`src/verilog/lsu_pkg.sv`:
```
`default_nettype none

package lsu_pkg;

    // ------------------------------
    // sizes
    // ------------------------------
    localparam int unsigned XLEN            = 64;
    localparam int unsigned TRANS_ID_BITS   = 3;
    localparam int unsigned DMEM_WORDS      = 256;
    localparam int unsigned DMEM_ADDR_BITS  = 8;
    // byte addresses below this bit land in the data memory
    localparam int unsigned DMEM_BYTES_LOG2 = 11;

    // exception cause codes
    localparam logic [3:0] LD_ADDR_MISALIGNED = 4'd4;
    localparam logic [3:0] LD_ACCESS_FAULT    = 4'd5;
    localparam logic [3:0] ST_ADDR_MISALIGNED = 4'd6;
    localparam logic [3:0] ST_ACCESS_FAULT    = 4'd7;

    // ------------------------------
    // types
    // ------------------------------
    typedef enum logic [3:0] {
        LB, LBU, LH, LHU, LW, LWU, LD,
        SB, SH, SW, SD
    } lsu_op_e;

    // request from the issue stage
    typedef struct packed {
        logic [XLEN-1:0]          operand_a;
        logic [XLEN-1:0]          imm;
        logic [XLEN-1:0]          operand_b;
        lsu_op_e                  op;
        logic [TRANS_ID_BITS-1:0] trans_id;
    } lsu_req_t;

    typedef struct packed {
        logic            valid;
        logic [3:0]      cause;
        logic [XLEN-1:0] tval;
    } exception_t;

    // one issue queue entry
    typedef struct packed {
        logic                     valid;
        logic [XLEN-1:0]          vaddr;
        logic [XLEN-1:0]          wdata;
        logic [7:0]               be;
        lsu_op_e                  op;
        logic [TRANS_ID_BITS-1:0] trans_id;
        exception_t               ex;
    } lsu_ctrl_t;

    // word-wide memory port request
    typedef struct packed {
        logic                      req;
        logic                      we;
        logic [DMEM_ADDR_BITS-1:0] idx;
        logic [7:0]                be;
        logic [XLEN-1:0]           wdata;
    } dmem_req_t;

    typedef struct packed {
        logic                     valid;
        logic [TRANS_ID_BITS-1:0] trans_id;
        logic [XLEN-1:0]          data;
        exception_t               ex;
    } load_result_t;

    typedef struct packed {
        logic                     valid;
        logic [TRANS_ID_BITS-1:0] trans_id;
        exception_t               ex;
    } store_result_t;

    // operator classes
    function automatic logic is_load(lsu_op_e op);
        return op inside {LB, LBU, LH, LHU, LW, LWU, LD};
    endfunction

    function automatic logic is_store(lsu_op_e op);
        return op inside {SB, SH, SW, SD};
    endfunction

endpackage

`default_nettype wire

```
`src/verilog/lsu_issue_queue.sv`:
```
`timescale 1ns/1ps
`default_nettype none

module lsu_issue_queue import lsu_pkg::*; (
    input  logic      clk_i,
    input  logic      rst_ni,
    input  lsu_ctrl_t req_i,
    input  logic      pop_ld_i,
    input  logic      pop_st_i,
    output lsu_ctrl_t ctrl_o,
    output logic      ready_o
);

    // two-entry ring
    lsu_ctrl_t  mem_q [2];
    logic       rd_ptr_q;
    logic       wr_ptr_q;
    logic [1:0] cnt_q;
    logic       empty;
    logic       push;
    logic       pop;

    assign empty   = (cnt_q == 2'd0);
    assign ready_o = empty;

    assign push = req_i.valid;
    // only one unit matches the head operator
    assign pop  = pop_ld_i | pop_st_i;

    // empty queue hands the new entry through untouched
    assign ctrl_o = empty ? req_i : mem_q[rd_ptr_q];

    // ------------------------------
    // pointers and count
    // ------------------------------
    always_ff @(posedge clk_i or negedge rst_ni) begin
        if (!rst_ni) begin
            rd_ptr_q <= 1'b0;
            wr_ptr_q <= 1'b0;
            cnt_q    <= 2'd0;
        end else begin
            if (push) begin
                wr_ptr_q <= ~wr_ptr_q;
            end
            if (pop) begin
                rd_ptr_q <= ~rd_ptr_q;
            end
            // push and pop together keep the count
            if (push && !pop) begin
                cnt_q <= cnt_q + 2'd1;
            end else if (pop && !push) begin
                cnt_q <= cnt_q - 2'd1;
            end
        end
    end

    // entry storage
    always_ff @(posedge clk_i) begin
        if (push) begin
            mem_q[wr_ptr_q] <= req_i;
        end
        // bypassed entry lands invalid when popped in the same cycle
        if (pop) begin
            mem_q[rd_ptr_q].valid <= 1'b0;
        end
    end

endmodule

`default_nettype wire

```
`config.mk`:
```
export PLATFORM = sky130hd
export DESIGN_NAME = lsu_issue_queue
export DESIGN_NICKNAME = d
export VERILOG_FILES = /design/src/verilog/lsu_pkg.sv /design/src/verilog/lsu_issue_queue.sv
export SDC_FILE = /design/constraint.sdc
export NUM_CORES = 1
export LEC_CHECK = 0
export ABC_AREA = 1
export CAP_MARGIN = 10
export CORE_AREA = 3 3 169 295
export CTS_BUF_LIST = sky130_fd_sc_hd__clkbuf_8 sky130_fd_sc_hd__clkbuf_16
export CTS_CLUSTER_DIAMETER = 80
export DETAILED_ROUTE_END_ITERATION = 10
export DIE_AREA = 0 0 172 298
export DONT_BUFFER_PORTS = 1
export PLACE_DENSITY = 0.52
export SLEW_MARGIN = 20
export SYNTH_ARGS = -nofsm -noshare
export SYNTH_HDL_FRONTEND = slang
export SYNTH_SLANG_ARGS = --single-unit
```
`constraint.sdc`:
```
create_clock -name clk_i -period 12.8 [get_ports clk_i]
set_input_delay 1.92 -clock clk_i [delete_from_list [all_inputs] [get_ports clk_i]]
set_output_delay 1.92 -clock clk_i [all_outputs]
set_load 0.1 [all_outputs]
```
* Word-level counts from Yosys, hierarchy flattened *
Memory sizes are Yosys's and may differ from the RTL's.
Index checks and enable logic that the tools add are counted.

cells by class
  $add $sub $neg = 2
  mux-type cells = 7
  bitwise gates (word level) = 3
  reductions and logical operators = 6

operators by type and width
  cell                                                                number
  213-bit two-way mux                                                 1
  1-bit two-way mux                                                   4
  2-bit two-way mux                                                   2
  2-bit by 1-bit adder with 2-bit output, second input constant       1
  1-bit logical AND                                                   2
  1-bit logical NOT                                                   2
  2-bit logical NOT                                                   1
  1-bit NOT                                                           2
  2-bit nonzero test                                                  1
  2-bit by 1-bit subtractor with 2-bit output, second input constant  1
  1-bit bitwise OR                                                    1

storage, ports and cells
  register bits after elaboration = 4
  RAM bits = 426
  bits of input ports = 217
  output and inout bits = 214
  word-level logic and storage cells = 22
  memories kept = 1

memories
  memory  depth  width  read ports  clocked after Yosys merged registers in  wr ports  RTL line               text
  mem_q   2      213    1           0                                        2         lsu_issue_queue.sv:15  lsu_ctrl_t mem_q [2];

* Logic depth before layout (Yosys ltp) *
  depth in word-level cells = 4
  depth in mapped cells = 7
  gate-level depth less buffers = 7

* Worst setup path after synthesis *
OpenSTA, ideal clock, no wires.

  kind = input port to flip-flop
  from = in req_i[212] (netlist name)
  to = mem mem_q[0][0] (netlist name), enable pin
  setup time = 0.564 ns
  arrival = 6.348 ns
  required time = 12.236 ns
  slack = 5.889 ns
  stages = 3
  buffers on the path = 0
  cell sequence = inv_1 -> or2_2 -> inv_1

RTL lines
  item                RTL line               text
  start: declaration  lsu_issue_queue.sv:7   input lsu_ctrl_t req_i,
  end: declaration    lsu_issue_queue.sv:15

==> qor.yml <==
sta:
  drv_slew: 0
  max_freq_mhz: 154
  finalSetupTns_ps: 0
  maxSlewHeadroom: 0.268
  finalClockSkew_ps: 8.58
  finalHoldViolations: 0
  finalCritPeriodShare: 0.507
  worstMarginPinSlew_ps: 1100
  fin_hold_ws_ps: 446
  rsz0062_at_grt: "no"
  setup_violations: 0
  period_needed_ps: 6490
logic_synthesis:
  ys_types: 24
  yosysWarnings: 0
  synthFlopType: "edfxtp_1"
  synth-edff-count: 424
  seq_area_frac_synth: 0.676
  syn_area_per_cell_um2: 11.8
  synth-seq-cells: 430
  syn_inst: 1617
  synth-async-reset-ratio: 0.00930
  synth_fp_nets: 1835
  synthesis.area_um2: 19000
clock_tree:
  ctsResizeCount: 0
  clk-insertion-delay-late_ps: 530
  cts_hold_buf: 0
  postCtsSetupRepairBufs: 0
  root_buffer: "clkbuf_16"
  cts_inserted_buffers: 41
  path_clk_slew_ps: 60
  h-tree-depth: 2
  cts_buffer_depth: 3
  clock_sinks: 430
  cts_tree: "yes"
finish:
  drive_above_1_share: 0.123
  final_common_cell: "nand2_1"
  num-nets-final: 1795
  antenna_cells: 0
  final_area_um2: 20500
  nFillCells: 4463
  mostFrequentLayoutCells: "nand2_1 (645), edfxtp_1 (424), inv_1 (227)"
  area_growth_syn_to_layout_pct: 7.85
worst_setup_path:
  cp.arrival_ps: 4570
  path_class: "reg2out"
  crit_required_ps: 10880
  start_kind: "flop"
  end_kind: "output port"
  worst-path-max-fanout: 160
global_route:
  grt_pass1_vias: 10900
  grt_util_all_layers: 0.161
  antenna_found_initial: 0
  gr-total-overflow: 0
  grt_max_degree: 178
  grt_first_pass_wirelength_um: 65000
floorplan:
  dieWidth_um: 172
  io_pins: 431
  die_h_um: 298
  core_area_um2: 47700
  rows: 106
  initial_core_util: 0.399
  die_area_um2: 51300
routing:
  dr.pass1.iters: 4
  viasPerCell: 5.04
  vias: 11100
  drt_iter0_drc: 676
  wl_um: 43300
  drc: 0
  ant_nets: 0
  wire_per_inst_um: 19.7
job:
  drv_cap: 0
min_path:
  min_path_type: "reg2reg"
placed_design:
  place.gp.congestion: 0.749
  placed_area_um2: 19300
  portBuffers: 0
  dpl.hpwl_um: 27200
status:
  status: "completed"
-- worst paths after layout --
kind,startpoint,end,slack (ps),cells after the start
max reg2reg,wr_ptr_q,mem_q[0][27],10220,3
min reg2reg,mem_q[0][212],mem_q[0][212],450,2
min,mem_q[0][212],mem_q[0][212],450,2
max in group asynchronous,rst_ni,cnt_q[0],11650,0
max,cnt_q[1],ctrl_o[71],6310,6
min in group asynchronous,rst_ni,cnt_q[1],1080,0
-- kinds of logic (layout without fill, tap and decap cells) --
| group | count (synthesis) | after routing | synth area share |
|---|---|---|---|
| AND/OR/NAND/NOR | 652 | 652 | 0.129 |
| flip-flops | 430 | 430 | 0.676 |
| buffers and inverters | 316 | 303 | 0.0743 |
| AO/OA/AOI/OAI | 216 | 216 | 0.119 |
| XOR/XNOR | 2 | 2 | 0.000920 |
| adder cells (fa/ha/maj) | 1 | 1 | 0.000657 |
-- state kept, by name, indices dropped and copies added (netlist names) --
name / cells
cnt_q: 2
wr_ptr_q: 1
mem_q: 426
rd_ptr_q: 1
-- layout make-up --
| cell class | count | area, µm² | area share |
|---|---|---|---|
| clock buffers | 41 | 1030 | 0.0500 |
| clock inverters | 29 | 153 | 0.00744 |
| inverters | 223 | 867 | 0.0422 |
| multi-input cells | 871 | 4760 | 0.232 |
| flip-flops and latches | 430 | 12900 | 0.627 |
| well taps | 594 | 743 | 0.0362 |
| repair buffers | 10 | 108 | 0.00524 |
-- through the flow --
step	util	cells	worst slack (ps)
finish	0.430	2198	6310
global route	0.430	2198	6040
CTS	0.429	2197	6310
detailed placement	0.405	2127	6880
global placement	0.405	2127	6890
floorplan	-	1617	5890
-- routing by layer --
layer | global-route usage | share of wire | vias up
met2 | 0.277 | 0.50 | 359
met4 | 0.0656 | 0.040 | 0
li1 | - | - | 5365
met5 | 0 | 0 | -
met1 | 0.187 | 0.38 | 5262
met3 | 0.0467 | 0.079 | 84
-- Yosys cell counts (3+ instances only) --
cell | n | area (µm²)
nor2_1 | 3 | 11.3
dfrtp_1 | 4 | 100
nand2_1 | 645 | 2420
buf_6 | 17 | 191
edfxtp_1 | 424 | 12700
inv_1 | 220 | 826
buf_4 | 14 | 105
clkbuf_1 | 28 | 105
o211ai_2 | 129 | 1610
o211ai_1 | 83 | 623
inv_2 | 3 | 11.3
buf_2 | 30 | 150
clkbuf_4 | 3 | 22.5
-- worst max-delay path, stage by stage, from the launching register on --
cell     delay (ps)
dfrtp_1         380
inv_1           170
nand2_8         440
inv_8          1010
buf_4           770
nand2_1         110
nand2_1         820
Power is not shown: default switching activity piles up to over one toggle a cycle in this logic, so the estimate is an artifact.
