$ cat src/verilog/lsu_pkg.sv
`default_nettype none

package lsu_pkg;

    // ------------------------------
    // sizes
    // ------------------------------
    localparam int unsigned XLEN            = 64;
    localparam int unsigned TRANS_ID_BITS   = 3;
    localparam int unsigned DMEM_WORDS      = 256;
    localparam int unsigned DMEM_ADDR_BITS  = 8;
    // byte addresses below this bit land in the data memory
    localparam int unsigned DMEM_BYTES_LOG2 = 11;

    // exception cause codes
    localparam logic [3:0] LD_ADDR_MISALIGNED = 4'd4;
    localparam logic [3:0] LD_ACCESS_FAULT    = 4'd5;
    localparam logic [3:0] ST_ADDR_MISALIGNED = 4'd6;
    localparam logic [3:0] ST_ACCESS_FAULT    = 4'd7;

    // ------------------------------
    // types
    // ------------------------------
    typedef enum logic [3:0] {
        LB, LBU, LH, LHU, LW, LWU, LD,
        SB, SH, SW, SD
    } lsu_op_e;

    // request from the issue stage
    typedef struct packed {
        logic [XLEN-1:0]          operand_a;
        logic [XLEN-1:0]          imm;
        logic [XLEN-1:0]          operand_b;
        lsu_op_e                  op;
        logic [TRANS_ID_BITS-1:0] trans_id;
    } lsu_req_t;

    typedef struct packed {
        logic            valid;
        logic [3:0]      cause;
        logic [XLEN-1:0] tval;
    } exception_t;

    // one issue queue entry
    typedef struct packed {
        logic                     valid;
        logic [XLEN-1:0]          vaddr;
        logic [XLEN-1:0]          wdata;
        logic [7:0]               be;
        lsu_op_e                  op;
        logic [TRANS_ID_BITS-1:0] trans_id;
        exception_t               ex;
    } lsu_ctrl_t;

    // word-wide memory port request
    typedef struct packed {
        logic                      req;
        logic                      we;
        logic [DMEM_ADDR_BITS-1:0] idx;
        logic [7:0]                be;
        logic [XLEN-1:0]           wdata;
    } dmem_req_t;

    typedef struct packed {
        logic                     valid;
        logic [TRANS_ID_BITS-1:0] trans_id;
        logic [XLEN-1:0]          data;
        exception_t               ex;
    } load_result_t;

    typedef struct packed {
        logic                     valid;
        logic [TRANS_ID_BITS-1:0] trans_id;
        exception_t               ex;
    } store_result_t;

    // operator classes
    function automatic logic is_load(lsu_op_e op);
        return op inside {LB, LBU, LH, LHU, LW, LWU, LD};
    endfunction

    function automatic logic is_store(lsu_op_e op);
        return op inside {SB, SH, SW, SD};
    endfunction

endpackage

`default_nettype wire

$ cat src/verilog/load_unit.sv
`timescale 1ns/1ps
`default_nettype none

module load_unit import lsu_pkg::*; (
    input  logic            clk_i,
    input  logic            rst_ni,
    input  lsu_ctrl_t       ctrl_i,
    output logic            pop_ld_o,
    output dmem_req_t       mem_req_o,
    input  logic            mem_gnt_i,
    input  logic [XLEN-1:0] mem_rdata_i,
    output load_result_t    result_o
);

    logic                     ld_hit;
    logic                     ld_mem;
    // state of the load in flight
    logic                     valid_q;
    lsu_op_e                  op_q;
    logic [2:0]               off_q;
    logic [TRANS_ID_BITS-1:0] tid_q;
    exception_t               ex_q;
    logic [XLEN-1:0]          shifted;
    logic [XLEN-1:0]          aligned;

    assign ld_hit = ctrl_i.valid && is_load(ctrl_i.op);
    // excepted loads never touch memory
    assign ld_mem = ld_hit && !ctrl_i.ex.valid;

    assign mem_req_o = '{req: ld_mem, we: 1'b0, idx: ctrl_i.vaddr[DMEM_ADDR_BITS+2:3],
                         be: ctrl_i.be, wdata: {XLEN{1'b0}}};

    // lost arbitration leaves the entry in the queue for a retry
    assign pop_ld_o = ld_hit && (ctrl_i.ex.valid || mem_gnt_i);

    always_ff @(posedge clk_i or negedge rst_ni) begin
        if (!rst_ni) begin
            valid_q <= 1'b0;
        end else begin
            valid_q <= pop_ld_o;
        end
    end

    always_ff @(posedge clk_i) begin
        if (pop_ld_o) begin
            op_q  <= ctrl_i.op;
            off_q <= ctrl_i.vaddr[2:0];
            tid_q <= ctrl_i.trans_id;
            ex_q  <= ctrl_i.ex;
        end
    end

    // ------------------------------
    // data alignment
    // ------------------------------
    assign shifted = mem_rdata_i >> {off_q, 3'b000};

    always_comb begin
        unique case (op_q)
            LB:      aligned = {{(XLEN-8){shifted[7]}}, shifted[7:0]};
            LBU:     aligned = {{(XLEN-8){1'b0}}, shifted[7:0]};
            LH:      aligned = {{(XLEN-16){shifted[15]}}, shifted[15:0]};
            LHU:     aligned = {{(XLEN-16){1'b0}}, shifted[15:0]};
            LW:      aligned = {{(XLEN-32){shifted[31]}}, shifted[31:0]};
            LWU:     aligned = {{(XLEN-32){1'b0}}, shifted[31:0]};
            default: aligned = shifted;
        endcase
    end

    // read word arrives the cycle after the grant
    assign result_o = '{valid: valid_q, trans_id: tid_q,
                        data: ex_q.valid ? {XLEN{1'b0}} : aligned, ex: ex_q};

endmodule

`default_nettype wire

$ cat config.mk
export PLATFORM = sky130hd
export DESIGN_NAME = load_unit
export DESIGN_NICKNAME = d
export VERILOG_FILES = /design/src/verilog/lsu_pkg.sv /design/src/verilog/load_unit.sv
export SDC_FILE = /design/constraint.sdc
export NUM_CORES = 1
export LEC_CHECK = 0
export ABC_AREA = 1
export BUFFER_PORTS_ARGS = -buffer_cell sky130_fd_sc_hd__buf_4
export CORE_AREA = 2 2 194 196
export DETAILED_ROUTE_END_ITERATION = 16
export DIE_AREA = 0 0 196 198
export PLACE_DENSITY = 0.46
export SLEW_MARGIN = 30
export SYNTH_ARGS = -nofsm -noshare
export SYNTH_HDL_FRONTEND = slang
export SYNTH_SLANG_ARGS = --single-unit
$ cat constraint.sdc
create_clock -name clk_i -period 4.95 [get_ports clk_i]
set_clock_uncertainty 0.1 [all_clocks]
set_input_delay 0.495 -clock clk_i [delete_from_list [all_inputs] [get_ports clk_i]]
set_output_delay 0.495 -clock clk_i [all_outputs]
set_load 0.02 [all_outputs]
; After elaboration in Yosys (flattened, before gate mapping)
; Cells that the tools add are included.
[classes]
n_eq_ne = 11
shift = 1
n_reduce_logical = 8
mux = 2
[ops]
columns = cell, n
row1 = $pmux 64 s6, 1
row2 = $mux 64, 1
row3 = $shr 64x6->64, 1
row4 = $eq 4x3->1 const B, 5
row5 = $eq 4x2->1 const B, 4
row6 = $eq 4x1->1 const B, 2
row7 = $logic_not 4->1, 2
row8 = $reduce_bool 7->1, 1
row9 = $logic_and 1x1->1, 3
row10 = $logic_not 1->1, 1
row11 = $logic_or 1x1->1, 1
[totals]
wordCells = 29
regBits = 80
inputBits = 280

; Logic depth before layout (Yosys ltp)
[depth]
word_depth = 4
ltp_mapped = 13

; Least setup slack after synthesis
; OpenSTA, ideal clock, no wires.
[synth_path]
path_kind = in2reg
from = in ctrl_i[74] in the netlist's numbering
to = reg off_q[0] (enable)
setup_slack_ns = 0.036
setup_time_ns = 0.530
required_time_ns = 4.320
path_stages = 3
path_buffers = 0
t_arrival_ns = 4.284
cell_sequence = a31oi_1 -> nand2_1 -> nor2_1
[synth_via]
elab_chain_cells = 4
elab_cells_between_ends = 10
[synth_rtl]
columns = item, line_no
row1 = start: declaration, load_unit.sv:7  ; input lsu_ctrl_t ctrl_i,
row2 = "$eq 4x1->1, or another cell as far along", lsu_pkg.sv:79  ; return op inside {LB, LBU, LH, LHU, LW, LWU, LD};
row3 = $reduce_bool 7->1 (*), lsu_pkg.sv:79
row4 = $logic_and 1x1->1 (*), load_unit.sv:26  ; assign ld_hit = ctrl_i.valid && is_load(ctrl_i.op);
row5 = $logic_and 1x1->1 (*), load_unit.sv:34  ; assign pop_ld_o = ld_hit && (ctrl_i.ex.valid || mem_gnt_i);
row6 = net pop_ld_o, load_unit.sv:8  ; output logic pop_ld_o,
row7 = end signal: assignment, load_unit.sv:47  ; off_q <= ctrl_i.vaddr[2:0];
row8 = end: declaration, load_unit.sv:20  ; logic [2:0] off_q;
; Mark *: on every way through the listed nets, which the timed path passes. The rest lies on a longest branch.
; A chain may end at the register's enable or synchronous reset.

==> flow_summary.json <==
{
  "maxCapViolCount": 0,
  "ant_nets": 0,
  "io_buffers": 285,
  "crit_arrival_ns": 2.97,
  "synth-simple-area-share_pct": 22.4,
  "viasPerCell": 3.86,
  "period_needed_ns": 3.56,
  "grt_max_degree": 65,
  "num_vias": 5522,
  "synth_warnings": 0,
  "clock-sinks": 80,
  "fmax_mhz": 281,
  "cts_setup_buffers": 0,
  "grt_pass1_wl_microns": 35900,
  "drc": 0,
  "whs_ns": 0.237,
  "critPathKind": "reg -> out",
  "maxSlewHeadroom_pct": 47.5,
  "leakagePower_nw": 3.87,
  "synth_fa_ha_area_share_pct": 0,
  "multiInputGateArea_sq_um": 2330,
  "grt_pass1_vias": 5804,
  "synth_mux_area_share_pct": 0.533,
  "p_total_mw": 2.19,
  "cts-hold-fix-buffers": 1,
  "worst_setup_path_start_kind": "flip-flop",
  "pre_cts_ws_ns": 1.64,
  "die_y_microns": 198,
  "cp_max_fo": 54,
  "drv_slew": 0,
  "seq_area_frac_synth_pct": 42.5,
  "antenna_found_initial": 5,
  "ys.flop_type": "edfxtp_1",
  "cts_max_level": 3,
  "required_ns": 4.36,
  "fin_crit_sh_pct": 71.9,
  "final_hold_viol_count": 0,
  "seq_area_sq_um": 2400,
  "cp-end-kind": "output pin",
  "synth_edf_count": 79,
  "syn_inst": 711,
  "cts_buffer_depth": 2,
  "grt-ovfl-total": 0,
  "die_w_microns": 196,
  "async_flop_share_pct": 1.25,
  "post_drt_wl_per_cell_microns": 17.8,
  "routed_wl_microns": 25500,
  "worst_pin_slew_ns": 0.787,
  "dr.pass1.iters": 4,
  "tns_ns": 0,
  "postSynthAreaPerCell_sq_um": 7.93,
  "final_core_util_pct": 21.9,
  "synth_seq_cells": 80,
  "place_congestion": 0.814,
  "drive_gt1_share_pct": 35.0,
  "clk_pin_slew_ns": 0.06,
  "cts_buffers": 9,
  "layout_commonest_cell": "buf_4",
  "drtIter0Drc": 162,
  "status": "completed",
  "cts_root_buf": "clkbuf_16",
  "io_pins": 500,
  "hold_path_class": "in -> reg",
  "synth_area_sq_um": 5640,
  "power.density_nw_per_um2": 271,
  "initial_utilization_pct": 15.3,
  "cts_tree": "yes",
  "nets": 1232,
  "rsz0062_at_grt": "false",
  "core-area_sq_um": 37000,
  "area_growth_pct": 43.4,
  "fin_ws_ns": 1.39,
  "layout_common_cells": "291 x buf_4, 186 x nand2_1, 79 x edfxtp_1",
  "dpl.hpwl_microns": 21400,
  "die_area_sq_um": 38800,
  "setup_viol": 0,
  "peakVddDrop_v": 0.000323,
  "fillers": 4093,
  "yosysUniqueCellTypes": 31,
  "synth_xor_area_share_pct": 0,
  "grtUsageTotal_pct": 12.8,
  "cts_resized": 0,
  "rows": 71,
  "num_antenna_cells": 0,
  "synth_top_family_by_area": "simple AND/OR/NAND/NOR gates",
  "synth_compound_area_share_pct": 14.0
}
==> routing by layer <==
metal | up-vias | GRT usage [%] | wire [microns]
met4 | 10 | 4.32 | 631
met3 | 37 | 5.33 | 2870
met5 | - | 0 | 60
met2 | 315 | 26.4 | 14000
li1 | 2653 | - | -
met1 | 2507 | 10.9 | 7950
==> registers in the layout (all words and copies together), names as in the netlist <==
name      count
op_q          4
off_q         3
tid_q         3
valid_q       1
result_o     69
==> power by group <==
| part | internal (mW) | leakage [nW] | switching, mW |
|---|---|---|---|
| Combinational | 0.255 | 2.98 | 0.430 |
| Clock | 0.439 | 0.148 | 0.250 |
| Sequential | 0.794 | 0.744 | 0.0196 |
==> path summary, 6_finish.rpt <==
kind / slack, ns / start / cells past startpoint / endpoint
setup / recovery: 1.39 / off_q[0]$_DFFE_PP_ / 10 / result_o[102]
hold / removal: 0.24 / ctrl_i[50] / 1 / result_o[50]$_DFFE_PP_
max in group asynchronous: 4.20 / rst_ni / 2 / valid_q$_DFF_PN0_
min in group asynchronous: 0.47 / rst_ni / 2 / valid_q$_DFF_PN0_
==> through the flow <==
step | area [sq um] | cells
final | 8080 | 1431
after global routing | 8080 | 1431
after CTS | 8080 | 1431
after detailed placement | 7760 | 1414
after global placement | 7760 | 1414
after floorplan | 5880 | 775
==> synthesized netlist by cell type (9+ instances only) <==
master,count,share of area [%]
or2_1,9,1.0
clkbuf_1,11,0.73
nand3_1,20,1.8
o21ai_1,16,1.4
nand2_1,186,12
inv_1,54,3.6
edfxtp_1,79,42
o211ai_1,21,2.8
buf_4,87,12
o21ai_0,54,4.8
buf_6,10,2.0
a21oi_1,34,3.0
nor2_1,67,4.5
buf_2,14,1.2
==> final cells by class <==
| type | count | area share [%] |
|---|---|---|
| Sequential cell | 80 | 29.7 |
| Multi-Input combinational cell | 509 | 28.9 |
| Timing Repair Buffer | 293 | 27.4 |
| Tap cell | 474 | 7.34 |
| Clock buffer | 10 | 2.83 |
| Inverter | 59 | 2.83 |
| Clock inverter | 6 | 1.04 |
==> critical path, cell delays in order (launching register included) <==
cell	delay, ns
edfxtp_1	0.47
buf_4	0.49
nand2_1	0.18
nand3_2	0.13
nand3_2	0.08
nand2_2	0.11
nand2_4	0.12
nand4_2	0.10
nand2_2	0.35
nor2_1	0.38
buf_4	0.20
==> cell families (layout without fill, tap and decap cells) <==
kind of cell / count (synthesis) / in the layout
other: 1 / 65
muxes: 3 / 3
AOI/OAI and AO/OA: 139 / 139
buffers and inverters: 186 / 368
and+or+nand+nor: 302 / 302
DFF: 80 / 80
Power figures use the tool's default switching activity.
