### src/verilog/lsu_pkg.sv
`default_nettype none

package lsu_pkg;

    // ------------------------------
    // sizes
    // ------------------------------
    localparam int unsigned XLEN            = 64;
    localparam int unsigned TRANS_ID_BITS   = 3;
    localparam int unsigned DMEM_WORDS      = 256;
    localparam int unsigned DMEM_ADDR_BITS  = 8;
    // byte addresses below this bit land in the data memory
    localparam int unsigned DMEM_BYTES_LOG2 = 11;

    // exception cause codes
    localparam logic [3:0] LD_ADDR_MISALIGNED = 4'd4;
    localparam logic [3:0] LD_ACCESS_FAULT    = 4'd5;
    localparam logic [3:0] ST_ADDR_MISALIGNED = 4'd6;
    localparam logic [3:0] ST_ACCESS_FAULT    = 4'd7;

    // ------------------------------
    // types
    // ------------------------------
    typedef enum logic [3:0] {
        LB, LBU, LH, LHU, LW, LWU, LD,
        SB, SH, SW, SD
    } lsu_op_e;

    // request from the issue stage
    typedef struct packed {
        logic [XLEN-1:0]          operand_a;
        logic [XLEN-1:0]          imm;
        logic [XLEN-1:0]          operand_b;
        lsu_op_e                  op;
        logic [TRANS_ID_BITS-1:0] trans_id;
    } lsu_req_t;

    typedef struct packed {
        logic            valid;
        logic [3:0]      cause;
        logic [XLEN-1:0] tval;
    } exception_t;

    // one issue queue entry
    typedef struct packed {
        logic                     valid;
        logic [XLEN-1:0]          vaddr;
        logic [XLEN-1:0]          wdata;
        logic [7:0]               be;
        lsu_op_e                  op;
        logic [TRANS_ID_BITS-1:0] trans_id;
        exception_t               ex;
    } lsu_ctrl_t;

    // word-wide memory port request
    typedef struct packed {
        logic                      req;
        logic                      we;
        logic [DMEM_ADDR_BITS-1:0] idx;
        logic [7:0]                be;
        logic [XLEN-1:0]           wdata;
    } dmem_req_t;

    typedef struct packed {
        logic                     valid;
        logic [TRANS_ID_BITS-1:0] trans_id;
        logic [XLEN-1:0]          data;
        exception_t               ex;
    } load_result_t;

    typedef struct packed {
        logic                     valid;
        logic [TRANS_ID_BITS-1:0] trans_id;
        exception_t               ex;
    } store_result_t;

    // operator classes
    function automatic logic is_load(lsu_op_e op);
        return op inside {LB, LBU, LH, LHU, LW, LWU, LD};
    endfunction

    function automatic logic is_store(lsu_op_e op);
        return op inside {SB, SH, SW, SD};
    endfunction

endpackage

`default_nettype wire

### src/verilog/lsu_addr_gen.sv
`timescale 1ns/1ps
`default_nettype none

module lsu_addr_gen import lsu_pkg::*; (
    input  lsu_req_t  lsu_req_i,
    input  logic      lsu_valid_i,
    output lsu_ctrl_t ctrl_o
);

    logic [XLEN-1:0] vaddr;
    logic [1:0]      size;
    logic [7:0]      be_base;
    logic            misaligned;
    logic            range_fault;
    logic            ld_op;
    logic            st_op;

    // base plus sign-extended immediate, wraps at 64 bits
    assign vaddr = lsu_req_i.operand_a + lsu_req_i.imm;

    assign ld_op = is_load(lsu_req_i.op);
    assign st_op = is_store(lsu_req_i.op);

    // access size as log2 of bytes
    always_comb begin
        unique case (lsu_req_i.op)
            LH, LHU, SH: size = 2'd1;
            LW, LWU, SW: size = 2'd2;
            LD, SD:      size = 2'd3;
            default:     size = 2'd0;
        endcase
    end

    // ------------------------------
    // byte enables and misalignment
    // ------------------------------
    always_comb begin
        unique case (size)
            2'd1:    be_base = 8'h03;
            2'd2:    be_base = 8'h0f;
            2'd3:    be_base = 8'hff;
            default: be_base = 8'h01;
        endcase
    end

    always_comb begin
        unique case (size)
            2'd1:    misaligned = vaddr[0];
            2'd2:    misaligned = |vaddr[1:0];
            2'd3:    misaligned = |vaddr[2:0];
            default: misaligned = 1'b0;
        endcase
    end

    // anything past the on-chip data memory faults
    assign range_fault = |vaddr[XLEN-1:DMEM_BYTES_LOG2];

    always_comb begin
        ctrl_o          = '0;
        ctrl_o.valid    = lsu_valid_i;
        ctrl_o.vaddr    = vaddr;
        // store data moved into its byte lanes
        ctrl_o.wdata    = lsu_req_i.operand_b << {vaddr[2:0], 3'b000};
        ctrl_o.be       = be_base << vaddr[2:0];
        ctrl_o.op       = lsu_req_i.op;
        ctrl_o.trans_id = lsu_req_i.trans_id;
        // fault wins over misalignment
        if (lsu_valid_i && (ld_op || st_op) && (range_fault || misaligned)) begin
            ctrl_o.ex.valid = 1'b1;
            ctrl_o.ex.tval  = vaddr;
            if (range_fault) begin
                ctrl_o.ex.cause = ld_op ? LD_ACCESS_FAULT : ST_ACCESS_FAULT;
            end else begin
                ctrl_o.ex.cause = ld_op ? LD_ADDR_MISALIGNED : ST_ADDR_MISALIGNED;
            end
        end
    end

endmodule

`default_nettype wire

### config.mk
export PLATFORM = sky130hd
export DESIGN_NAME = lsu_addr_gen
export DESIGN_NICKNAME = d
export VERILOG_FILES = /design/src/verilog/lsu_pkg.sv /design/src/verilog/lsu_addr_gen.sv
export SDC_FILE = /design/constraint.sdc
export NUM_CORES = 1
export LEC_CHECK = 0
export ABC_AREA = 1
export CAP_MARGIN = 10
export CORE_AREA = 5 5 158 160
export DETAILED_ROUTE_END_ITERATION = 12
export DIE_AREA = 0 0 163 165
export DONT_BUFFER_PORTS = 1
export SLEW_MARGIN = 20
export SYNTH_ARGS = -nofsm -noshare
export SYNTH_HDL_FRONTEND = slang
export SYNTH_SLANG_ARGS = --single-unit
### constraint.sdc
create_clock -name vclk -period 5.5
set_input_delay 0.825 -clock vclk [all_inputs]
set_output_delay 0.825 -clock vclk [all_outputs]
set_load 0.01 [all_outputs]
Yosys cells after proc, flatten, opt, wreduce, memory -nomap -nowiden. Memory sizes are Yosys's and may differ from the RTL's. Cells that the tools add are included. Widths: inputs -> output; s select.

Reductions and logical operators: 10. Multiplexer cells: 6. Shifts and indexed selects: 2. Eq/ne operators: 13. $add $sub $neg: 1.

Operators with widths (number): $mux 69 (1); $add 64x64->64 (1); $shl 64x6->64 (1); $reduce_or 53->1 (1); $pmux 8 s3 (1); $eq 4x3->1 const B (4); $eq 4x4->1 const B (3); $eq 4x2->1 const B (2); $shl 8x3->8 (1); $reduce_bool 7->1 (1); $mux 2 (3); $eq 2x2->1 const B (2); $eq 4x1->1 const B (1); $logic_not 4->1 (1); $reduce_bool 4->1 (1); $pmux 1 s3 (1); $reduce_or 3->1 (1); $eq 2x1->1 const B (1); $logic_and 1x1->1 (2); $logic_or 1x1->1 (2); $reduce_or 2->1 (1).

Logic and storage cells: 33. Output and inout bits: 213. Memories kept: 1. Memory bits (read-only): 32. Input bits: 200. Flip-flop bits (word level): 0.

Memories: (no name shown) (depth 16, width 2, read ports 1, clocked after Yosys merged registers in 0, write ports 0, RTL line lsu_addr_gen.sv:26) `unique case (lsu_req_i.op)`.

Longest topological paths before layout.
Depth after elaboration: 6. Mapped depth: 25. Depth with buffers taken out: 22.

Worst setup path after synthesis. Ideal clock, no wire load.

Path type: input port to output port. Start point: input lsu_req_i[71] (netlist bit). End point: output ctrl_o[68] (netlist bit). Required time: 4.675 ns. Data arrival time: 3.290 ns. Stages: 24. Path slack: 1.385 ns. Path buffers: 3. Cells stage by stage: ha_1 > inv_1 > fa_1 > inv_1 > nand3_1 > nand2_1 > nand2_1 > nand2_1 > nand2_1 > nand2_1 > nand3_1 > nand4_1 > nand2_1 > nor2_1 > nand2_1 > nor2_1 > nand2_1 > nor2_2 > nand3_1 > nand2_1 > buf_6 > buf_6 > inv_1 > buf_4.

RTL lines: start, declared (RTL line lsu_addr_gen.sv:5) `input lsu_req_t lsu_req_i,`; end, declared (RTL line lsu_addr_gen.sv:7) `output lsu_ctrl_t ctrl_o`.

Final worst setup path.
Start point: input lsu_req_i[71] (netlist bit). End point: output ctrl_o[68] (netlist bit).

Cells in the longest elaborated chain, start to end: 6. Elaborated cells on any way between the ends: 8. Those cells by class: add/sub: 1; mux: 2; reduce/logical: 5.

Ends and longest elaborated chain: $add 64x64->64 * (RTL line lsu_addr_gen.sv:19) `assign vaddr = lsu_req_i.operand_a + lsu_req_i.imm;`; $reduce_or 3->1 or $reduce_or 2->1 (tied branches) (RTL line lsu_addr_gen.sv:50, lsu_addr_gen.sv:49); $pmux 1 s3 (RTL line lsu_addr_gen.sv:47) `unique case (size)`; $logic_or 1x1->1 * (RTL line lsu_addr_gen.sv:68) `if (lsu_valid_i && (ld_op || st_op) && (range_fault || misaligned)) begin`; $logic_and 1x1->1 * (RTL line lsu_addr_gen.sv:68); $mux 69 * (RTL line lsu_addr_gen.sv:68).

Every way passes the cells marked *; elsewhere a longest branch is shown, timed or not.

==> metrics <==
DRT antenna net count 0; Slew Limit Fails 0; Critical Path Start Type primary input; Post-route DRC 0; Yosys top cell area share 29.4%; FP Rows 56; WL/cell 17.7 um; Synth Area per Inst 4.59 um2; status complete, no violations; max-cap violations 0; Cell Area, Synth 8510 um2; CP cell instances ha_2 -> inv_1 -> fa_2 -> inv_1 -> nand3_1 -> inv_1 -> nand3_1 -> nand3_1 -> nand2_1 -> nand3_1 -> nand2_1 -> nand2_1 -> nand2_1 -> nand2_1 -> nand2_1 -> nor2_1 -> nand2_1 -> nor3_2 -> nand3_1 -> nand2_2 -> buf_4 -> inv_1; Worst path depth 22; placed insts around 2100; post-CTS setup buffers 0; leading area contributor after synthesis nand2_1; switching portion of total power 74.0%; post-synthesis sequential area ratio 0%; Worst Setup EP ctrl_o[68]; drt pass-1 iters 6; Power Density roughly 150 nW/um2; Iter 0 DRT Violations around 920; Critical Path Source lsu_req_i[71]; # hold bufs at CTS 0; Ports roughly 410; Area contributors post-synth nand2_1 (29%), inv_1 (18%), nor2_1 (10%), ha_1 (9.8%), o21ai_0 (6.7%); Layout Utilization between 30% and 40%; layout cells sized above 1 under 10%; GPL Wtd Cong 0.947; post-route insts no fill 2135; Post-Route WL ~38000 um; Max Fclk approximately 0.2 GHz; Core ar. 23300 um2; crit path buf inv count 5; post-detail-place hpwl ~33000 um; initial core utilization between 30% and 40%; Pleak 5.42 nW; Yosys warning count 0; fin crit share 90.4%; HP Class in2out; vias post-DR 10900; Flop pwr share 0%; die area between 20000 and 30000 um2; clock buf count 0; Placed Area just under 9000 um2; Most common cell on crit path nand2_1; Clk network pwr share 0%; Fin. Hold Viols 0; Worst Setup Path Type in2out; largest net degree at the start of global routing just under 70; Req. time, crit path roughly 4.7 ns; Critical Path End Type output pin; setup TNS 0 ns; Seq cells 0; Die W around 160 um; Final min period just under 5 ns; Switching Power around 960 uW; Int Power 339 uW; PostCTS Resize Cnt 0; logic gate share of total power 100.0%; CP max FO 29; FF+latch area 0 um2; Slew headroom about 44%; total grt overflow 0; Setup violations, final 0; Top delay family on crit path simple AND/OR/NAND/NOR gates; Netlist cell types between 40 and 50; DR vias/cell 5.10; CP max stage cell fa_2; first-pass GRT wire length 55600 um; Layout area overhead 2.59%; NumNets Final around 2100; syn_nets ~2100; VDD IR max around 0.00008 V; final instance area slightly below 9000 um2; vias in the first global route ~10000; Arrival @ worst endpoint roughly 4.2 ns; critical path's largest stage delay around 0.37 ns; RSZ-0062 raised after global routing false; initial antenna violation count 0; worst slew pin tran 0.836 ns; Vert. Die Dim about 170 um; Port-buffer cells 0; n_diodes 0; Total GRT Usage 26.1%; Syn Inst Count between 1500 and 2000
[metal layers]
metal	wire length [um]	share of wire, %	GRT usage, %	vias up
met4	728	1.9	4.35	0
met2	18000	48	46.8	486
met5	0	0	0	-
li1	-	-	-	5524
met1	16300	43	34.5	4833
met3	2640	7.0	2.47	44
[synthesized netlist by cell type (14+ instances only)]
master    number
a21oi_1       62
nand4_1       16
nor2_2        23
nor2_1       238
inv_1        407
xnor2_1       14
nand3_1       77
nand3b_1      16
ha_1          67
nand2_1      666
clkbuf_1      31
inv_2         16
o21ai_0      114
[placed cells by master, fill, tap and decap left out, types with 2 or more instances in the layout]
cell         n
a21oi_1     62
a22oi_1      4
and2_1       4
buf_4        9
clkinv_1     4
ha_1        66
inv_1      407
inv_2       16
mux2i_1     12
nand2_1    665
nand2_2      4
nand3_1     77
nand3_2      2
nand3b_1    16
nand4_1     16
nor2_1     238
nor2_2      23
nor3_1      13
nor3_2       3
o211ai_1     6
o21a_1       2
o21ai_0    114
o21bai_1     8
o22ai_1     10
o2bb2ai_1    2
or2_2        3
xnor2_1     13
xor2_1       6
[worst min-delay path by stage]
stage	slack, ns	start	endpoint	depth (start not counted)
floorplan	1.74	lsu_valid_i	ctrl_o[212]	1
global placement	1.65	lsu_req_i[0]	ctrl_o[69]	0
detailed placement	1.65	lsu_req_i[0]	ctrl_o[69]	0
CTS	1.65	lsu_req_i[0]	ctrl_o[69]	0
global route	1.65	lsu_req_i[1]	ctrl_o[70]	0
finish	1.65	lsu_req_i[1]	ctrl_o[70]	0
[power groups by stage]
stage | Combinational, mW | Clock [mW] | Sequential [mW]
finish | 1.30 | 0 | 0
global route | 1.45 | 0 | 0
CTS | 1.30 | 0 | 0
detailed placement | 1.29 | 0 | 0
global placement | 1.29 | 0 | 0
floorplan | 0.968 | 0 | 0
[metrics by stage]
stage | hold slack, ns | setup WS (ns) | power [mW]
after global placement | 1.65 | 0.430 | 1.29
after global routing | 1.65 | 0.302 | 1.45
after floorplan | 1.74 | 1.39 | 0.968
final | 1.65 | 0.526 | 1.30
after detailed placement | 1.65 | 0.494 | 1.29
after CTS | 1.65 | 0.497 | 1.30
[cell families after synthesis]
family / count (synthesis) / synth area share (%)
simple gates: 1065 / 50.9
buf+inv: 475 / 21.9
compound gates: 214 / 13.6
fa+ha+maj: 68 / 10.1
xor+xnor: 20 / 2.06
mux: 12 / 1.41
other cells: 1 / 0.0441
[layout make-up]
class	count	area (um2)
fill	2794	14500
multi-input combinational	1380	6660
inverter	427	1600
tap	319	399
timing repair buffer	9	67.6
Power figures use the tool's default switching activity.
