[config.mk]
export PLATFORM = sky130hd
export DESIGN_NAME = store_unit
export DESIGN_NICKNAME = d
export VERILOG_FILES = /design/src/verilog/lsu_pkg.sv /design/src/verilog/store_unit.sv
export SDC_FILE = /design/constraint.sdc
export NUM_CORES = 1
export LEC_CHECK = 0
export ABC_AREA = 1
export BUFFER_PORTS_ARGS = -buffer_cell sky130_fd_sc_hd__buf_2
export CAP_MARGIN = 15
export CORE_AREA = 5 5 140 142
export CTS_BUF_LIST = sky130_fd_sc_hd__clkbuf_2 sky130_fd_sc_hd__clkbuf_4 sky130_fd_sc_hd__clkbuf_8
export CTS_CLUSTER_DIAMETER = 50
export DETAILED_ROUTE_END_ITERATION = 16
export DIE_AREA = 0 0 145 147
export SYNTH_ARGS = -nofsm -noshare
export SYNTH_HDL_FRONTEND = slang
export SYNTH_SLANG_ARGS = --single-unit
[constraint.sdc]
create_clock -name clk_i -period 3.6 [get_ports clk_i]
set_input_delay 0.18 -clock clk_i [delete_from_list [all_inputs] [get_ports clk_i]]
set_output_delay 0.18 -clock clk_i [all_outputs]
set_load 0.01 [all_outputs]
[src/verilog/lsu_pkg.sv]
`default_nettype none

package lsu_pkg;

    // ------------------------------
    // sizes
    // ------------------------------
    localparam int unsigned XLEN            = 64;
    localparam int unsigned TRANS_ID_BITS   = 3;
    localparam int unsigned DMEM_WORDS      = 256;
    localparam int unsigned DMEM_ADDR_BITS  = 8;
    // byte addresses below this bit land in the data memory
    localparam int unsigned DMEM_BYTES_LOG2 = 11;

    // exception cause codes
    localparam logic [3:0] LD_ADDR_MISALIGNED = 4'd4;
    localparam logic [3:0] LD_ACCESS_FAULT    = 4'd5;
    localparam logic [3:0] ST_ADDR_MISALIGNED = 4'd6;
    localparam logic [3:0] ST_ACCESS_FAULT    = 4'd7;

    // ------------------------------
    // types
    // ------------------------------
    typedef enum logic [3:0] {
        LB, LBU, LH, LHU, LW, LWU, LD,
        SB, SH, SW, SD
    } lsu_op_e;

    // request from the issue stage
    typedef struct packed {
        logic [XLEN-1:0]          operand_a;
        logic [XLEN-1:0]          imm;
        logic [XLEN-1:0]          operand_b;
        lsu_op_e                  op;
        logic [TRANS_ID_BITS-1:0] trans_id;
    } lsu_req_t;

    typedef struct packed {
        logic            valid;
        logic [3:0]      cause;
        logic [XLEN-1:0] tval;
    } exception_t;

    // one issue queue entry
    typedef struct packed {
        logic                     valid;
        logic [XLEN-1:0]          vaddr;
        logic [XLEN-1:0]          wdata;
        logic [7:0]               be;
        lsu_op_e                  op;
        logic [TRANS_ID_BITS-1:0] trans_id;
        exception_t               ex;
    } lsu_ctrl_t;

    // word-wide memory port request
    typedef struct packed {
        logic                      req;
        logic                      we;
        logic [DMEM_ADDR_BITS-1:0] idx;
        logic [7:0]                be;
        logic [XLEN-1:0]           wdata;
    } dmem_req_t;

    typedef struct packed {
        logic                     valid;
        logic [TRANS_ID_BITS-1:0] trans_id;
        logic [XLEN-1:0]          data;
        exception_t               ex;
    } load_result_t;

    typedef struct packed {
        logic                     valid;
        logic [TRANS_ID_BITS-1:0] trans_id;
        exception_t               ex;
    } store_result_t;

    // operator classes
    function automatic logic is_load(lsu_op_e op);
        return op inside {LB, LBU, LH, LHU, LW, LWU, LD};
    endfunction

    function automatic logic is_store(lsu_op_e op);
        return op inside {SB, SH, SW, SD};
    endfunction

endpackage

`default_nettype wire

[src/verilog/store_unit.sv]
`timescale 1ns/1ps
`default_nettype none

module store_unit import lsu_pkg::*; (
    input  logic          clk_i,
    input  logic          rst_ni,
    input  lsu_ctrl_t     ctrl_i,
    output logic          pop_st_o,
    output dmem_req_t     mem_req_o,
    input  logic          mem_gnt_i,
    output store_result_t result_o
);

    logic                      st_hit;
    logic                      buf_free;
    logic                      buf_load;
    // write buffer
    logic                      buf_valid_q;
    logic [DMEM_ADDR_BITS-1:0] buf_idx_q;
    logic [7:0]                buf_be_q;
    logic [XLEN-1:0]           buf_wdata_q;
    // result register
    logic                      res_valid_q;
    logic [TRANS_ID_BITS-1:0]  res_tid_q;
    exception_t                res_ex_q;

    assign st_hit   = ctrl_i.valid && is_store(ctrl_i.op);
    // buffer drains in this cycle or is already empty
    assign buf_free = !buf_valid_q || mem_gnt_i;

    // excepted stores need no buffer slot
    assign pop_st_o = st_hit && (ctrl_i.ex.valid || buf_free);
    assign buf_load = pop_st_o && !ctrl_i.ex.valid;

    // ------------------------------
    // write buffer
    // ------------------------------
    always_ff @(posedge clk_i or negedge rst_ni) begin
        if (!rst_ni) begin
            buf_valid_q <= 1'b0;
            res_valid_q <= 1'b0;
        end else begin
            if (buf_load) begin
                buf_valid_q <= 1'b1;
            end else if (mem_gnt_i) begin
                buf_valid_q <= 1'b0;
            end
            res_valid_q <= pop_st_o;
        end
    end

    always_ff @(posedge clk_i) begin
        if (buf_load) begin
            buf_idx_q   <= ctrl_i.vaddr[DMEM_ADDR_BITS+2:3];
            buf_be_q    <= ctrl_i.be;
            buf_wdata_q <= ctrl_i.wdata;
        end
        if (pop_st_o) begin
            res_tid_q <= ctrl_i.trans_id;
            res_ex_q  <= ctrl_i.ex;
        end
    end

    // masked write, held until granted
    assign mem_req_o = '{req: buf_valid_q, we: 1'b1, idx: buf_idx_q,
                         be: buf_be_q, wdata: buf_wdata_q};

    // reported on pop, ahead of the write itself
    assign result_o = '{valid: res_valid_q, trans_id: res_tid_q, ex: res_ex_q};

endmodule

`default_nettype wire
==> qor.yml, run 1 <==
floorplan:
  num_rows: 50
  die_h_um: 147
  start_util_pct: 25.8
  ios: 372
  die_x_um: 145
synthesis:
  synth_cells: 176
  synth_warnings: 0
  synth_flop_cell: "edfxtp_1"
  synth.top_cell.area_share_pct: 96.6
  synth.most_common_cell: "edfxtp_1"
  synth-edff-count: 152
  yosys-top-cells-count: "edfxtp_1 (152), nand2_1 (5), inv_1 (4)"
  synth_fp_nets: 392
  yosysTopAreaCell: "edfxtp_1"
  syn_avg_cell_area_um2: 26.8
  seq_area_frac_synth_pct: 97.7
  synth-seq-cells: 154
  netlist_area_um2: 4720
  synth_cell_types: 11
  synth.area.top_cells: "edfxtp_1 (97%), dfrtp_1 (1.1%), buf_4 (0.48%)"
  ys_async_sr_fraction_pct: 1.30
place:
  gp_congestion: 0.766
  dpl.hpwl_mm: 10.1
  post-place-ws_ns: 1.64
  portBuffers: 314
status:
  status: "stopped before the end"
  haltStage: "clock tree synthesis (4_1_cts)"
  error: "[ERROR RSZ-0060] Max buffer count reached."
clocking:
  postCtsResizedCells: 0
  cts_setup_buffers: 0
  cts_sinks: 154
  cts-buffers-inserted: 17
  htreeDepth: 4
  clockBufferDepth: 2
  cts_root_buffer: "clkbuf_8"
  hold_buffers: 152
[cells by family after synthesis]
group | after synthesis | share of synthesized area (%)
other cells | 1 | 0.0794
buf+inv | 10 | 1.03
flops | 154 | 97.7
simple gates | 11 | 1.22
[metrics by stage]
stage | cell area, um^2 | util (%) | cells | hold slack [ns]
after detailed placement | 6600 | 36.0 | 724 | -0.0280
after global placement | 6600 | 36.0 | 724 | -0.0341
after floorplan | 4720 | - | 176 | -0.116
==> run 2, diff against run 1 <==
==> config.mk (replaced) <==
export PLATFORM = sky130hd
export DESIGN_NAME = store_unit
export DESIGN_NICKNAME = d
export VERILOG_FILES = /design/src/verilog/lsu_pkg.sv /design/src/verilog/store_unit.sv
export SDC_FILE = /design/constraint.sdc
export NUM_CORES = 1
export LEC_CHECK = 0
export ABC_AREA = 1
export BUFFER_PORTS_ARGS = -buffer_cell sky130_fd_sc_hd__buf_2
export CAP_MARGIN = 15
export CORE_MARGIN = 5
export CORE_UTILIZATION = 20
export DETAILED_ROUTE_END_ITERATION = 16
export PLACE_DENSITY_LB_ADDON = 0.15
export SYNTH_ARGS = -nofsm -noshare
export SYNTH_HDL_FRONTEND = slang
export SYNTH_SLANG_ARGS = --single-unit
==> run 2 against run 1 <==
Compared with the run above: the run now ends clean; area after synthesis is the same; synthesized cell count unchanged.
==> qor.yml, run 2 <==
cells_and_area:
  finalNetCount: 879
  layout_common_cells: "buf_2 (314), dlygate4sd3_1 (154), edfxtp_1 (152), clkbuf_16 (17)"
  drive_gt1_share_pct: 52.5
  area_growth_pct: 86.6
  largest_reg_flops: 69
  antennaDiodeCount: 0
  final_cells: 995
  final_common_cell: "buf_2"
  utilization_pct: 37.8
synthesis:
  seq_area_frac_synth_pct: 97.7
  synth.most_common_cell: "edfxtp_1"
  syn_avg_cell_area_um2: 26.8
  synth_warnings: 0
  synth_top_family_by_area: "simple AND/OR/NAND/NOR gates"
  synthXorXnorAreaFrac_pct: 0
  synth_cells: 176
  synth_adder_area_share_pct: 0
  synth-seq-cells: 154
  synth-edff-count: 152
  yosys-top-cells-count: "edfxtp_1 (152), nand2_1 (5), inv_1 (4)"
  synth.area.top_cells: "edfxtp_1 (97%), dfrtp_1 (1.1%), buf_4 (0.48%)"
  synth_cell_types: 11
  synth.top_cell.area_share_pct: 96.6
  synth_fp_nets: 392
  synth_simple_gate_area_share_pct: 1.22
  ys_async_sr_fraction_pct: 1.30
  synth_compound_area_share_pct: 0
  synth_flop_cell: "edfxtp_1"
  synth.mux.area_fraction_pct: 0
  yosysTopAreaCell: "edfxtp_1"
  netlist_area_um2: 4720
sta:
  slew_violations: 0
  hold_violations: 0
  fmax_mhz: 470
  min_period_over_period_pct: 59.1
  finalSetupViolations: 0
  skew_ns: 0.00776
  tns_ns: 0
  setup_ws_ns: 1.47
  rsz0062_at_grt: "false"
  tightest_slew_ns: 0.785
  fin_crit_ns: 2.13
  slew_headroom_pct: 47.6
flow_run:
  maxCapViolCount: 0
critical_path:
  path_delay_family: "buffers and inverters"
  required_ns: 3.42
  cp_common_cell: "inv_2"
  slowest_stage: "inv_2"
  critPathLaunchType: "input port"
  critPathMaxFanout: 38
  cpPeakStageDelay_ns: 0.56
  critPathBufInv: 6
  path_class: "in2out"
  end_kind: "primary output"
  crit_path_cell_trace: "dlygate4sd3_1 -> buf_2 -> inv_2 -> nand3_1 -> nand2_1 -> inv_2 -> nand2_1 -> inv_2 -> buf_2"
  crit_arrival_ns: 1.95
floorplan:
  die_h_um: 164
  num_rows: 56
  dieArea_um2: 26800
  start_util_pct: 20.2
  ios: 372
  core-area_um2: 23300
  die_x_um: 164
global_route:
  gr-total-overflow: 0
  grt_pass1_vias: 3975
  track_usage_pct: 10.9
  antenna_found_initial: 0
  grt_pass1_wl_mm: 21.8
  grt_max_degree: 64
route:
  postRouteAntennaNets: 0
  first_iter_violations: 124
  drt_drc_violations_left: 0
  wl_per_cell_um: 15.1
  drt_pass1_iterations: 4
  vias_per_cell: 3.54
  vias: 3527
  routed_wl_mm: 15.0
place:
  post-place-ws_ns: 1.52
  gp_congestion: 0.751
  portBuffers: 314
  dp_cells: 809
  dpl.hpwl_mm: 10.6
clocking:
  cts_root_buffer: "clkbuf_16"
  htreeDepth: 4
  cts_sinks: 154
  path_clk_slew_ns: 0.06
  cts_setup_buffers: 0
  tritoncts: "built"
  postCtsResizedCells: 0
  cts-buffers-inserted: 17
  hold_buffers: 154
  clockBufferDepth: 2
  clk-insertion-delay-late_ns: 0.42
power_and_ir_drop:
  powerDensity_nw_per_um2: 469
  cellLeakagePower_nw: 3.66
  ir_worst_vdd_mv: 0.240
  finalPower_w: 0.00413
worst_hold_path:
  hold_class: "in2async"
status:
  status: "finished, final reports clean"
-- run 2: through the flow --
step / hold slack [ns] / area [um^2]
detailed placement: -0.0339 / 6710
global placement: -0.0341 / 6710
finish: 0.0984 / 8820
floorplan: -0.116 / 4720
CTS: 0.0792 / 8820
global route: 0.0744 / 8820
-- run 2: final cells by class --
class	count	area, um^2
Clock buffer	17	425
Tap cell	319	399
Inverter	7	26.3
Timing Repair Buffer	471	3150
Clock inverter	15	141
Fill cell	2190	14500
Sequential cell	154	4610
Multi-Input combinational cell	12	61.3
-- run 2: cells by family after synthesis --
family,count (synthesis)
other,1
AND/OR/NAND/NOR,11
buffers and inverters,10
flip-flops,154
-- run 2: worst paths after layout --
path                        startpoint           to  slack [ns]  depth (start not counted)
setup / recovery            ctrl_i[68]     pop_st_o        1.47                          9
hold / removal                  rst_ni  res_valid_q         0.1                          2
setup reg to reg           buf_valid_q  result_o[9]        1.57                          6
hold reg to reg            buf_valid_q  buf_valid_q        0.52                          2
max in group asynchronous       rst_ni  buf_valid_q        3.41                          2
min in group clk_i         ctrl_i[212]  buf_valid_q        0.12                          5
-- run 2: worst reg2reg max path, cell delays in order (launching register included) --
cell	delay (ns)
dfrtp_1	0.39
nand3_1	0.09
nand2_1	0.06
inv_2	0.06
nand2_1	0.05
inv_2	0.56
buf_4	0.48
-- run 2: per-layer routing --
layer / wire (um) / global-route usage, % / vias up
li1: - / - / 1668
met3: 2230 / 6.90 / 6
met4: 104 / 3.66 / 0
met2: 7160 / 18.4 / 239
met5: 0 / 0 / -
met1: 5520 / 10.9 / 1614
-- run 2: power by group --
group          switching, W  internal [W]  total (W)
clock network      0.000761      0.000966    0.00173
logic              0.000138      0.000210   0.000348
registers         0.0000151       0.00204    0.00206
Note: power is estimated with default switching activity, not from simulation.
==> run 3, diff against run 2 <==
--- a/config.mk
+++ b/config.mk
@@ -5,7 +5,7 @@
 export SDC_FILE = /design/constraint.sdc
 export NUM_CORES = 1
 export LEC_CHECK = 0
-export ABC_AREA = 1
+export ABC_AREA = 0
 export BUFFER_PORTS_ARGS = -buffer_cell sky130_fd_sc_hd__buf_2
 export CAP_MARGIN = 15
 export CORE_MARGIN = 5
==> constraint.sdc (replaced) <==
create_clock -name clk_i -period 1.8 [get_ports clk_i]
set_input_delay 0.09 -clock clk_i [delete_from_list [all_inputs] [get_ports clk_i]]
set_output_delay 0.09 -clock clk_i [all_outputs]
set_load 0.01 [all_outputs]
==> run 3 against run 2 <==
Compared with the run above: combinational power up 99%; register-to-register slack worse by 1.4 ns; non-clock buffer count up 8; cell count unchanged; critical endpoint unchanged; area after synthesis down 0.32%; count of clock-buffer cells in the layout unchanged; first-iteration DRC count up 8.9%; sequential power up 98%; worst setup slack worse by 1.3 ns.
==> qor.yml, run 3 <==
status:
  status: "finished, final reports clean"
sta:
  hold_violations: 0
  fmax_mhz: 612
  rsz0062_at_grt: "false"
  finalSetupViolations: 0
  skew_ns: 0.0161
  min_period_over_period_pct: 90.8
  slew_violations: 0
  fin_crit_ns: 1.63
  setup_ws_ns: 0.165
synthesis:
  netlist_area_um2: 4710
  seq_area_frac_synth_pct: 98.0
  synth.most_common_cell: "edfxtp_1"
  synth-seq-cells: 154
  synthXorXnorAreaFrac_pct: 0
  synth.area.top_cells: "edfxtp_1 (97%), dfrtp_1 (1.1%), buf_4 (0.48%)"
  synth_flop_cell: "edfxtp_1"
  synth_top_family_by_area: "simple AND/OR/NAND/NOR gates"
  yosys-top-cells-count: "edfxtp_1 (152), buf_4 (3), dfrtp_1 (2), nand2b_1 (2)"
  ys_async_sr_fraction_pct: 1.30
  synth_cells: 168
  synth_warnings: 0
  synth_compound_area_share_pct: 0.399
  synth_simple_gate_area_share_pct: 1.06
  syn_avg_cell_area_um2: 28.0
  synth_adder_area_share_pct: 0
  synth-edff-count: 152
  yosysTopAreaCell: "edfxtp_1"
  synth.top_cell.area_share_pct: 96.9
  synth.mux.area_fraction_pct: 0
  synth_cell_types: 13
  synth_fp_nets: 384
global_route:
  grt_max_degree: 31
  grt_pass1_wl_mm: 22.5
  track_usage_pct: 11.4
  antenna_found_initial: 0
  gr-total-overflow: 0
  grt_pass1_vias: 4054
route:
  wl_per_cell_um: 15.6
  postRouteAntennaNets: 0
  met1Wirelength_mm: 5.81
  routed_wl_mm: 15.5
  met2_wirelength_mm: 7.44
  drt_pass1_iterations: 4
  vias_per_cell: 3.57
  vias: 3556
  first_iter_violations: 135
  topRoutingLayerUsed: "met4"
  wl_met3_mm: 2.15
  drt_drc_violations_left: 0
critical_path:
  critPathLaunchType: "flip-flop"
  crit_arrival_ns: 1.54
  end_kind: "primary output"
  required_ns: 1.71
  path_class: "reg2out"
  slowest_stage: "dfrtp_1"
  crit_path_cell_trace: "nand2b_1 -> o21ai_1 -> nor2_4 -> buf_12 -> buf_2"
  cpPeakStageDelay_ns: 0.38
  critPathMaxFanout: 16
floorplan:
  ios: 372
  core-area_um2: 23300
  die_h_um: 163
  start_util_pct: 20.2
  die_x_um: 163
  num_rows: 56
  dieArea_um2: 26700
power_and_ir_drop:
  powerDensity_nw_per_um2: 898
  ir_worst_vdd_mv: 0.508
  cellLeakagePower_nw: 3.68
place:
  portBuffers: 314
  post-place-ws_ns: 0.245
  dpl.hpwl_mm: 11.0
  gp_congestion: 0.738
  place_area_um2: 6800
clocking:
  cts-buffers-inserted: 17
  cts_sinks: 154
  tritoncts: "built"
  clockBufferDepth: 2
  cts_root_buffer: "clkbuf_16"
  clk-insertion-delay-late_ns: 0.42
  htreeDepth: 4
  path_clk_slew_ns: 0.07
cells_and_area:
  drive_gt1_share_pct: 52.8
  layout_common_cells: "buf_2 (314), dlygate4sd3_1 (154), edfxtp_1 (152), clkbuf_16 (17), buf_12 (6)"
  stdcell_area_um2: 8960
  antennaDiodeCount: 0
  area_growth_pct: 90.3
  largest_reg_flops: 69
  final_common_cell: "buf_2"
  finalNetCount: 879
flow_run:
  maxCapViolCount: 0
worst_hold_path:
  hold_class: "in2reg"
[run 3: cell types whose count changed after synthesis, moves of 2 or more]
cell,delta
nand3_1,-2
nand2b_1,+2
inv_2,-3
inv_1,-4
nand2_2,-2
nand2_1,-4
[run 3: final timing paths]
kind	startpoint	end	slack (ns)	cells after the start
min in group asynchronous	rst_ni	res_valid_q	0.54	3
max reg2reg	buf_valid_q	result_o[58]	0.22	5
max	buf_valid_q	pop_st_o	0.17	5
min	ctrl_i[212]	buf_valid_q	0.05	3
min reg2reg	buf_valid_q	buf_valid_q	0.64	2
max in group asynchronous	rst_ni	buf_valid_q	1.14	3
[run 3: kinds of logic (layout without fill, tap and decap cells)]
kind of cell / count (synthesis) / after routing
AOI/OAI and AO/OA: 3 / 3
buffers and inverters: 3 / 511
DFF: 154 / 154
and+or+nand+nor: 7 / 7
other: 1 / 1
[run 3: what timing repair did]
| item | in CTS | in global routing |
|---|---|---|
| gates cloned | 2 | 0 |
| endpoints found under the setup margin | 1 | 1 |
| resized for setup | 0 | 1 |
| hold buffers | 154 | 0 |
| setup buffers | 0 | 2 |
| endpoints found under the hold margin | 154 | 0 |
| pin swaps | 0 | 1 |
[run 3: critical path: cells and delay by family, from the launching register on]
family	cells	cell delay, ns
DFF	1	0.38
and+or+nand+nor	2	0.31
buffers and inverters	2	0.31
AOI/OAI and AO/OA	1	0.11
[run 3: layout make-up]
| type | count | area (um^2) |
|---|---|---|
| fill | 2217 | 14400 |
| sequential | 154 | 4610 |
| timing repair buffer | 479 | 3320 |
| clock buffer | 17 | 425 |
| tap | 319 | 399 |
| clock inverter | 15 | 115 |
| multi-input combinational | 11 | 86.3 |
[run 3: per-layer routing]
metal,vias up,track usage (%)
li1,1666,-
met1,1645,11.8
met2,238,19.2
met3,7,6.21
met4,0,4.73
met5,-,0
[run 3: per-stage QoR]
| stage | std cells | hold slack [ns] | power [W] | setup TNS, ns | util, % |
|---|---|---|---|---|---|
| 4_1_cts | 993 | 0.0417 | 0.00819 | 0 | 38.3 |
| 5_1_grt | 995 | 0.0341 | 0.00844 | 0 | 38.4 |
| 6_report | 995 | 0.0489 | 0.00805 | 0 | 38.4 |
| 3_3_place_gp | 805 | -0.118 | 0.00456 | 0 | 29.1 |
| 3_5_place_dp | 805 | -0.114 | 0.00457 | 0 | 29.1 |
| 2_1_floorplan | 168 | -0.206 | 0.00426 | -116.55 | - |
[run 3: where the power goes]
| group | internal (W) | switching (W) |
|---|---|---|
| Combinational | 0.000435 | 0.000257 |
| Clock | 0.00178 | 0.00150 |
| Sequential | 0.00405 | 0.0000238 |
==> run 4, diff against run 3 <==
--- a/config.mk
+++ b/config.mk
@@ -5,13 +5,14 @@
 export SDC_FILE = /design/constraint.sdc
 export NUM_CORES = 1
 export LEC_CHECK = 0
-export ABC_AREA = 0
+export ABC_AREA = 1
 export BUFFER_PORTS_ARGS = -buffer_cell sky130_fd_sc_hd__buf_2
 export CAP_MARGIN = 15
 export CORE_MARGIN = 5
 export CORE_UTILIZATION = 20
 export DETAILED_ROUTE_END_ITERATION = 16
 export PLACE_DENSITY_LB_ADDON = 0.15
+export SKIP_LAST_GASP = 1
 export SYNTH_ARGS = -nofsm -noshare
 export SYNTH_HDL_FRONTEND = slang
 export SYNTH_SLANG_ARGS = --single-unit
==> run 4 against run 3 <==
Compared with the run above: combinational power is 4.0% higher; non-clock buffer count is 5 higher; die area is 0.30% higher; critical path type is now in2out; count of clock-buffer cells in the layout stayed put; sequential share of layout area is 0.12 points higher; clock power hardly changed.
==> qor.yml, run 4 (same netlist as run 2, synthesis figures left out) <==
cells_and_area:
  largest_reg_flops: 69
  layout_common_cells: "buf_2 (314), dlygate4sd3_1 (155), edfxtp_1 (152), clkbuf_16 (18), buf_4 (11)"
  regArea_um2: 4610
  drive_gt1_share_pct: 53.3
  n_fill_cell: 2188
  finalNetCount: 892
  final_cells: 1008
  final_common_cell: "buf_2"
  antennaDiodeCount: 0
  multiInputGateArea_um2: 61.3
  area_growth_pct: 89.2
  utilization_pct: 38.3
clocking:
  clk-insertion-delay-late_ns: 0.41
  cts_sinks: 154
  clockBufferDepth: 2
  cts-buffers-inserted: 17
  path_clk_slew_ns: 0.06
  tritoncts: "built"
  htreeDepth: 4
  cts_root_buffer: "clkbuf_16"
place:
  dpl.hpwl_mm: 10.7
  portBuffers: 314
  dp_cells: 817
  gp_congestion: 0.747
  post-place-ws_ns: 0.216
global_route:
  antenna_found_initial: 0
  track_usage_pct: 10.5
  grt_pass1_wl_mm: 21.5
  grt_pass1_vias: 3985
  grt_max_degree: 43
  gr-total-overflow: 0
floorplan:
  core-area_um2: 23300
  ios: 372
  start_util_pct: 20.2
  dieArea_um2: 26800
  die_x_um: 164
  num_rows: 56
  die_h_um: 164
critical_path:
  end_kind: "primary output"
  critPathLaunchType: "input port"
  required_ns: 1.71
  path_class: "in2out"
  crit_arrival_ns: 1.60
  critPathMaxFanout: 21
  slowest_stage: "dlygate4sd3_1"
  critPathBufInv: 7
  crit_path_cell_trace: "dlygate4sd3_1 -> buf_2 -> inv_2 -> nand3_1 -> nand2_1 -> inv_2 -> nand2_1 -> clkinvlp_4 -> buf_12 -> buf_2"
  path_delay_family: "buffers and inverters"
  cpPeakStageDelay_ns: 0.55
sta:
  skew_ns: 0.00642
  fin_hold_ws_ns: 0.0628
  finalSetupViolations: 0
  tns_ns: 0
  setup_ws_ns: 0.110
  rsz0062_at_grt: "false"
  hold_violations: 0
  fin_crit_ns: 1.69
  min_period_over_period_pct: 93.9
  fmax_mhz: 592
  slew_violations: 0
power_and_ir_drop:
  powerDensity_nw_per_um2: 906
  ir_worst_vdd_mv: 0.468
  cellLeakagePower_nw: 3.71
route:
  postRouteAntennaNets: 0
  drt_drc_violations_left: 0
  vias_per_cell: 3.52
  vias: 3545
  drt_pass1_iterations: 4
  routed_wl_mm: 14.7
  first_iter_violations: 107
  wl_per_cell_um: 14.6
worst_hold_path:
  hold_class: "in2reg"
status:
  status: "finished, final reports clean"
flow_run:
  maxCapViolCount: 0
[run 4: stage by stage]
stage	total power (W)	cell area [um^2]
6_report	0.00810	8940
2_1_floorplan	0.00431	4730
3_5_place_dp	0.00464	6800
4_1_cts	0.00824	8900
3_3_place_gp	0.00464	6800
5_1_grt	0.00849	8940
[run 4: final timing paths]
path                             start            to  slack [ns]  cells after the start
setup reg to reg           buf_valid_q  result_o[68]        0.23                      8
max in group asynchronous       rst_ni   res_valid_q        1.11                      3
min in group asynchronous       rst_ni   buf_valid_q        0.56                      3
hold reg to reg            buf_valid_q   buf_valid_q        0.51                      2
hold / removal             ctrl_i[212]   buf_valid_q        0.06                      5
setup / recovery            ctrl_i[68]      pop_st_o        0.11                     10
[run 4: final cells by class]
class | count | area share (%)
multi-input cells | 12 | 0.686
repair buffers | 484 | 36.8
flip-flops and latches | 154 | 51.6
clock buffers | 17 | 4.76
inverters | 7 | 0.378
well taps | 319 | 4.46
clock inverters | 15 | 1.29
[run 4: power breakdown]
part / internal, W / leakage [nW] / switching, W
sequential: 0.00408 / 1.41 / 0.0000290
clock: 0.00178 / 0.255 / 0.00148
combinational: 0.000441 / 2.04 / 0.000280
total: 0.00630 / 3.71 / 0.00179
[run 4: what timing repair did]
| action | in CTS | in global routing |
|---|---|---|
| gates cloned | 0 | 1 |
| endpoints found under the setup margin | 1 | 1 |
| hold buffers | 155 | 0 |
| resized for setup | 0 | 0 |
| setup buffers | 1 | 2 |
| endpoints found under the hold margin | 155 | 0 |
[run 4: worst reg2reg max path, delay by kind of cell (launching register included)]
family,cells,cell delay [ns]
flip-flops,1,0.39
AND/OR/NAND/NOR,3,0.23
buffers and inverters,5,0.65
[run 4: routing by layer]
metal | global-route usage (%) | routed length, um | vias to the layer above
met5 | 0 | 0 | -
met4 | 3.81 | 161 | 0
met3 | 6.22 | 2100 | 7
met2 | 16.3 | 6550 | 237
met1 | 12.1 | 5870 | 1613
li1 | - | - | 1688
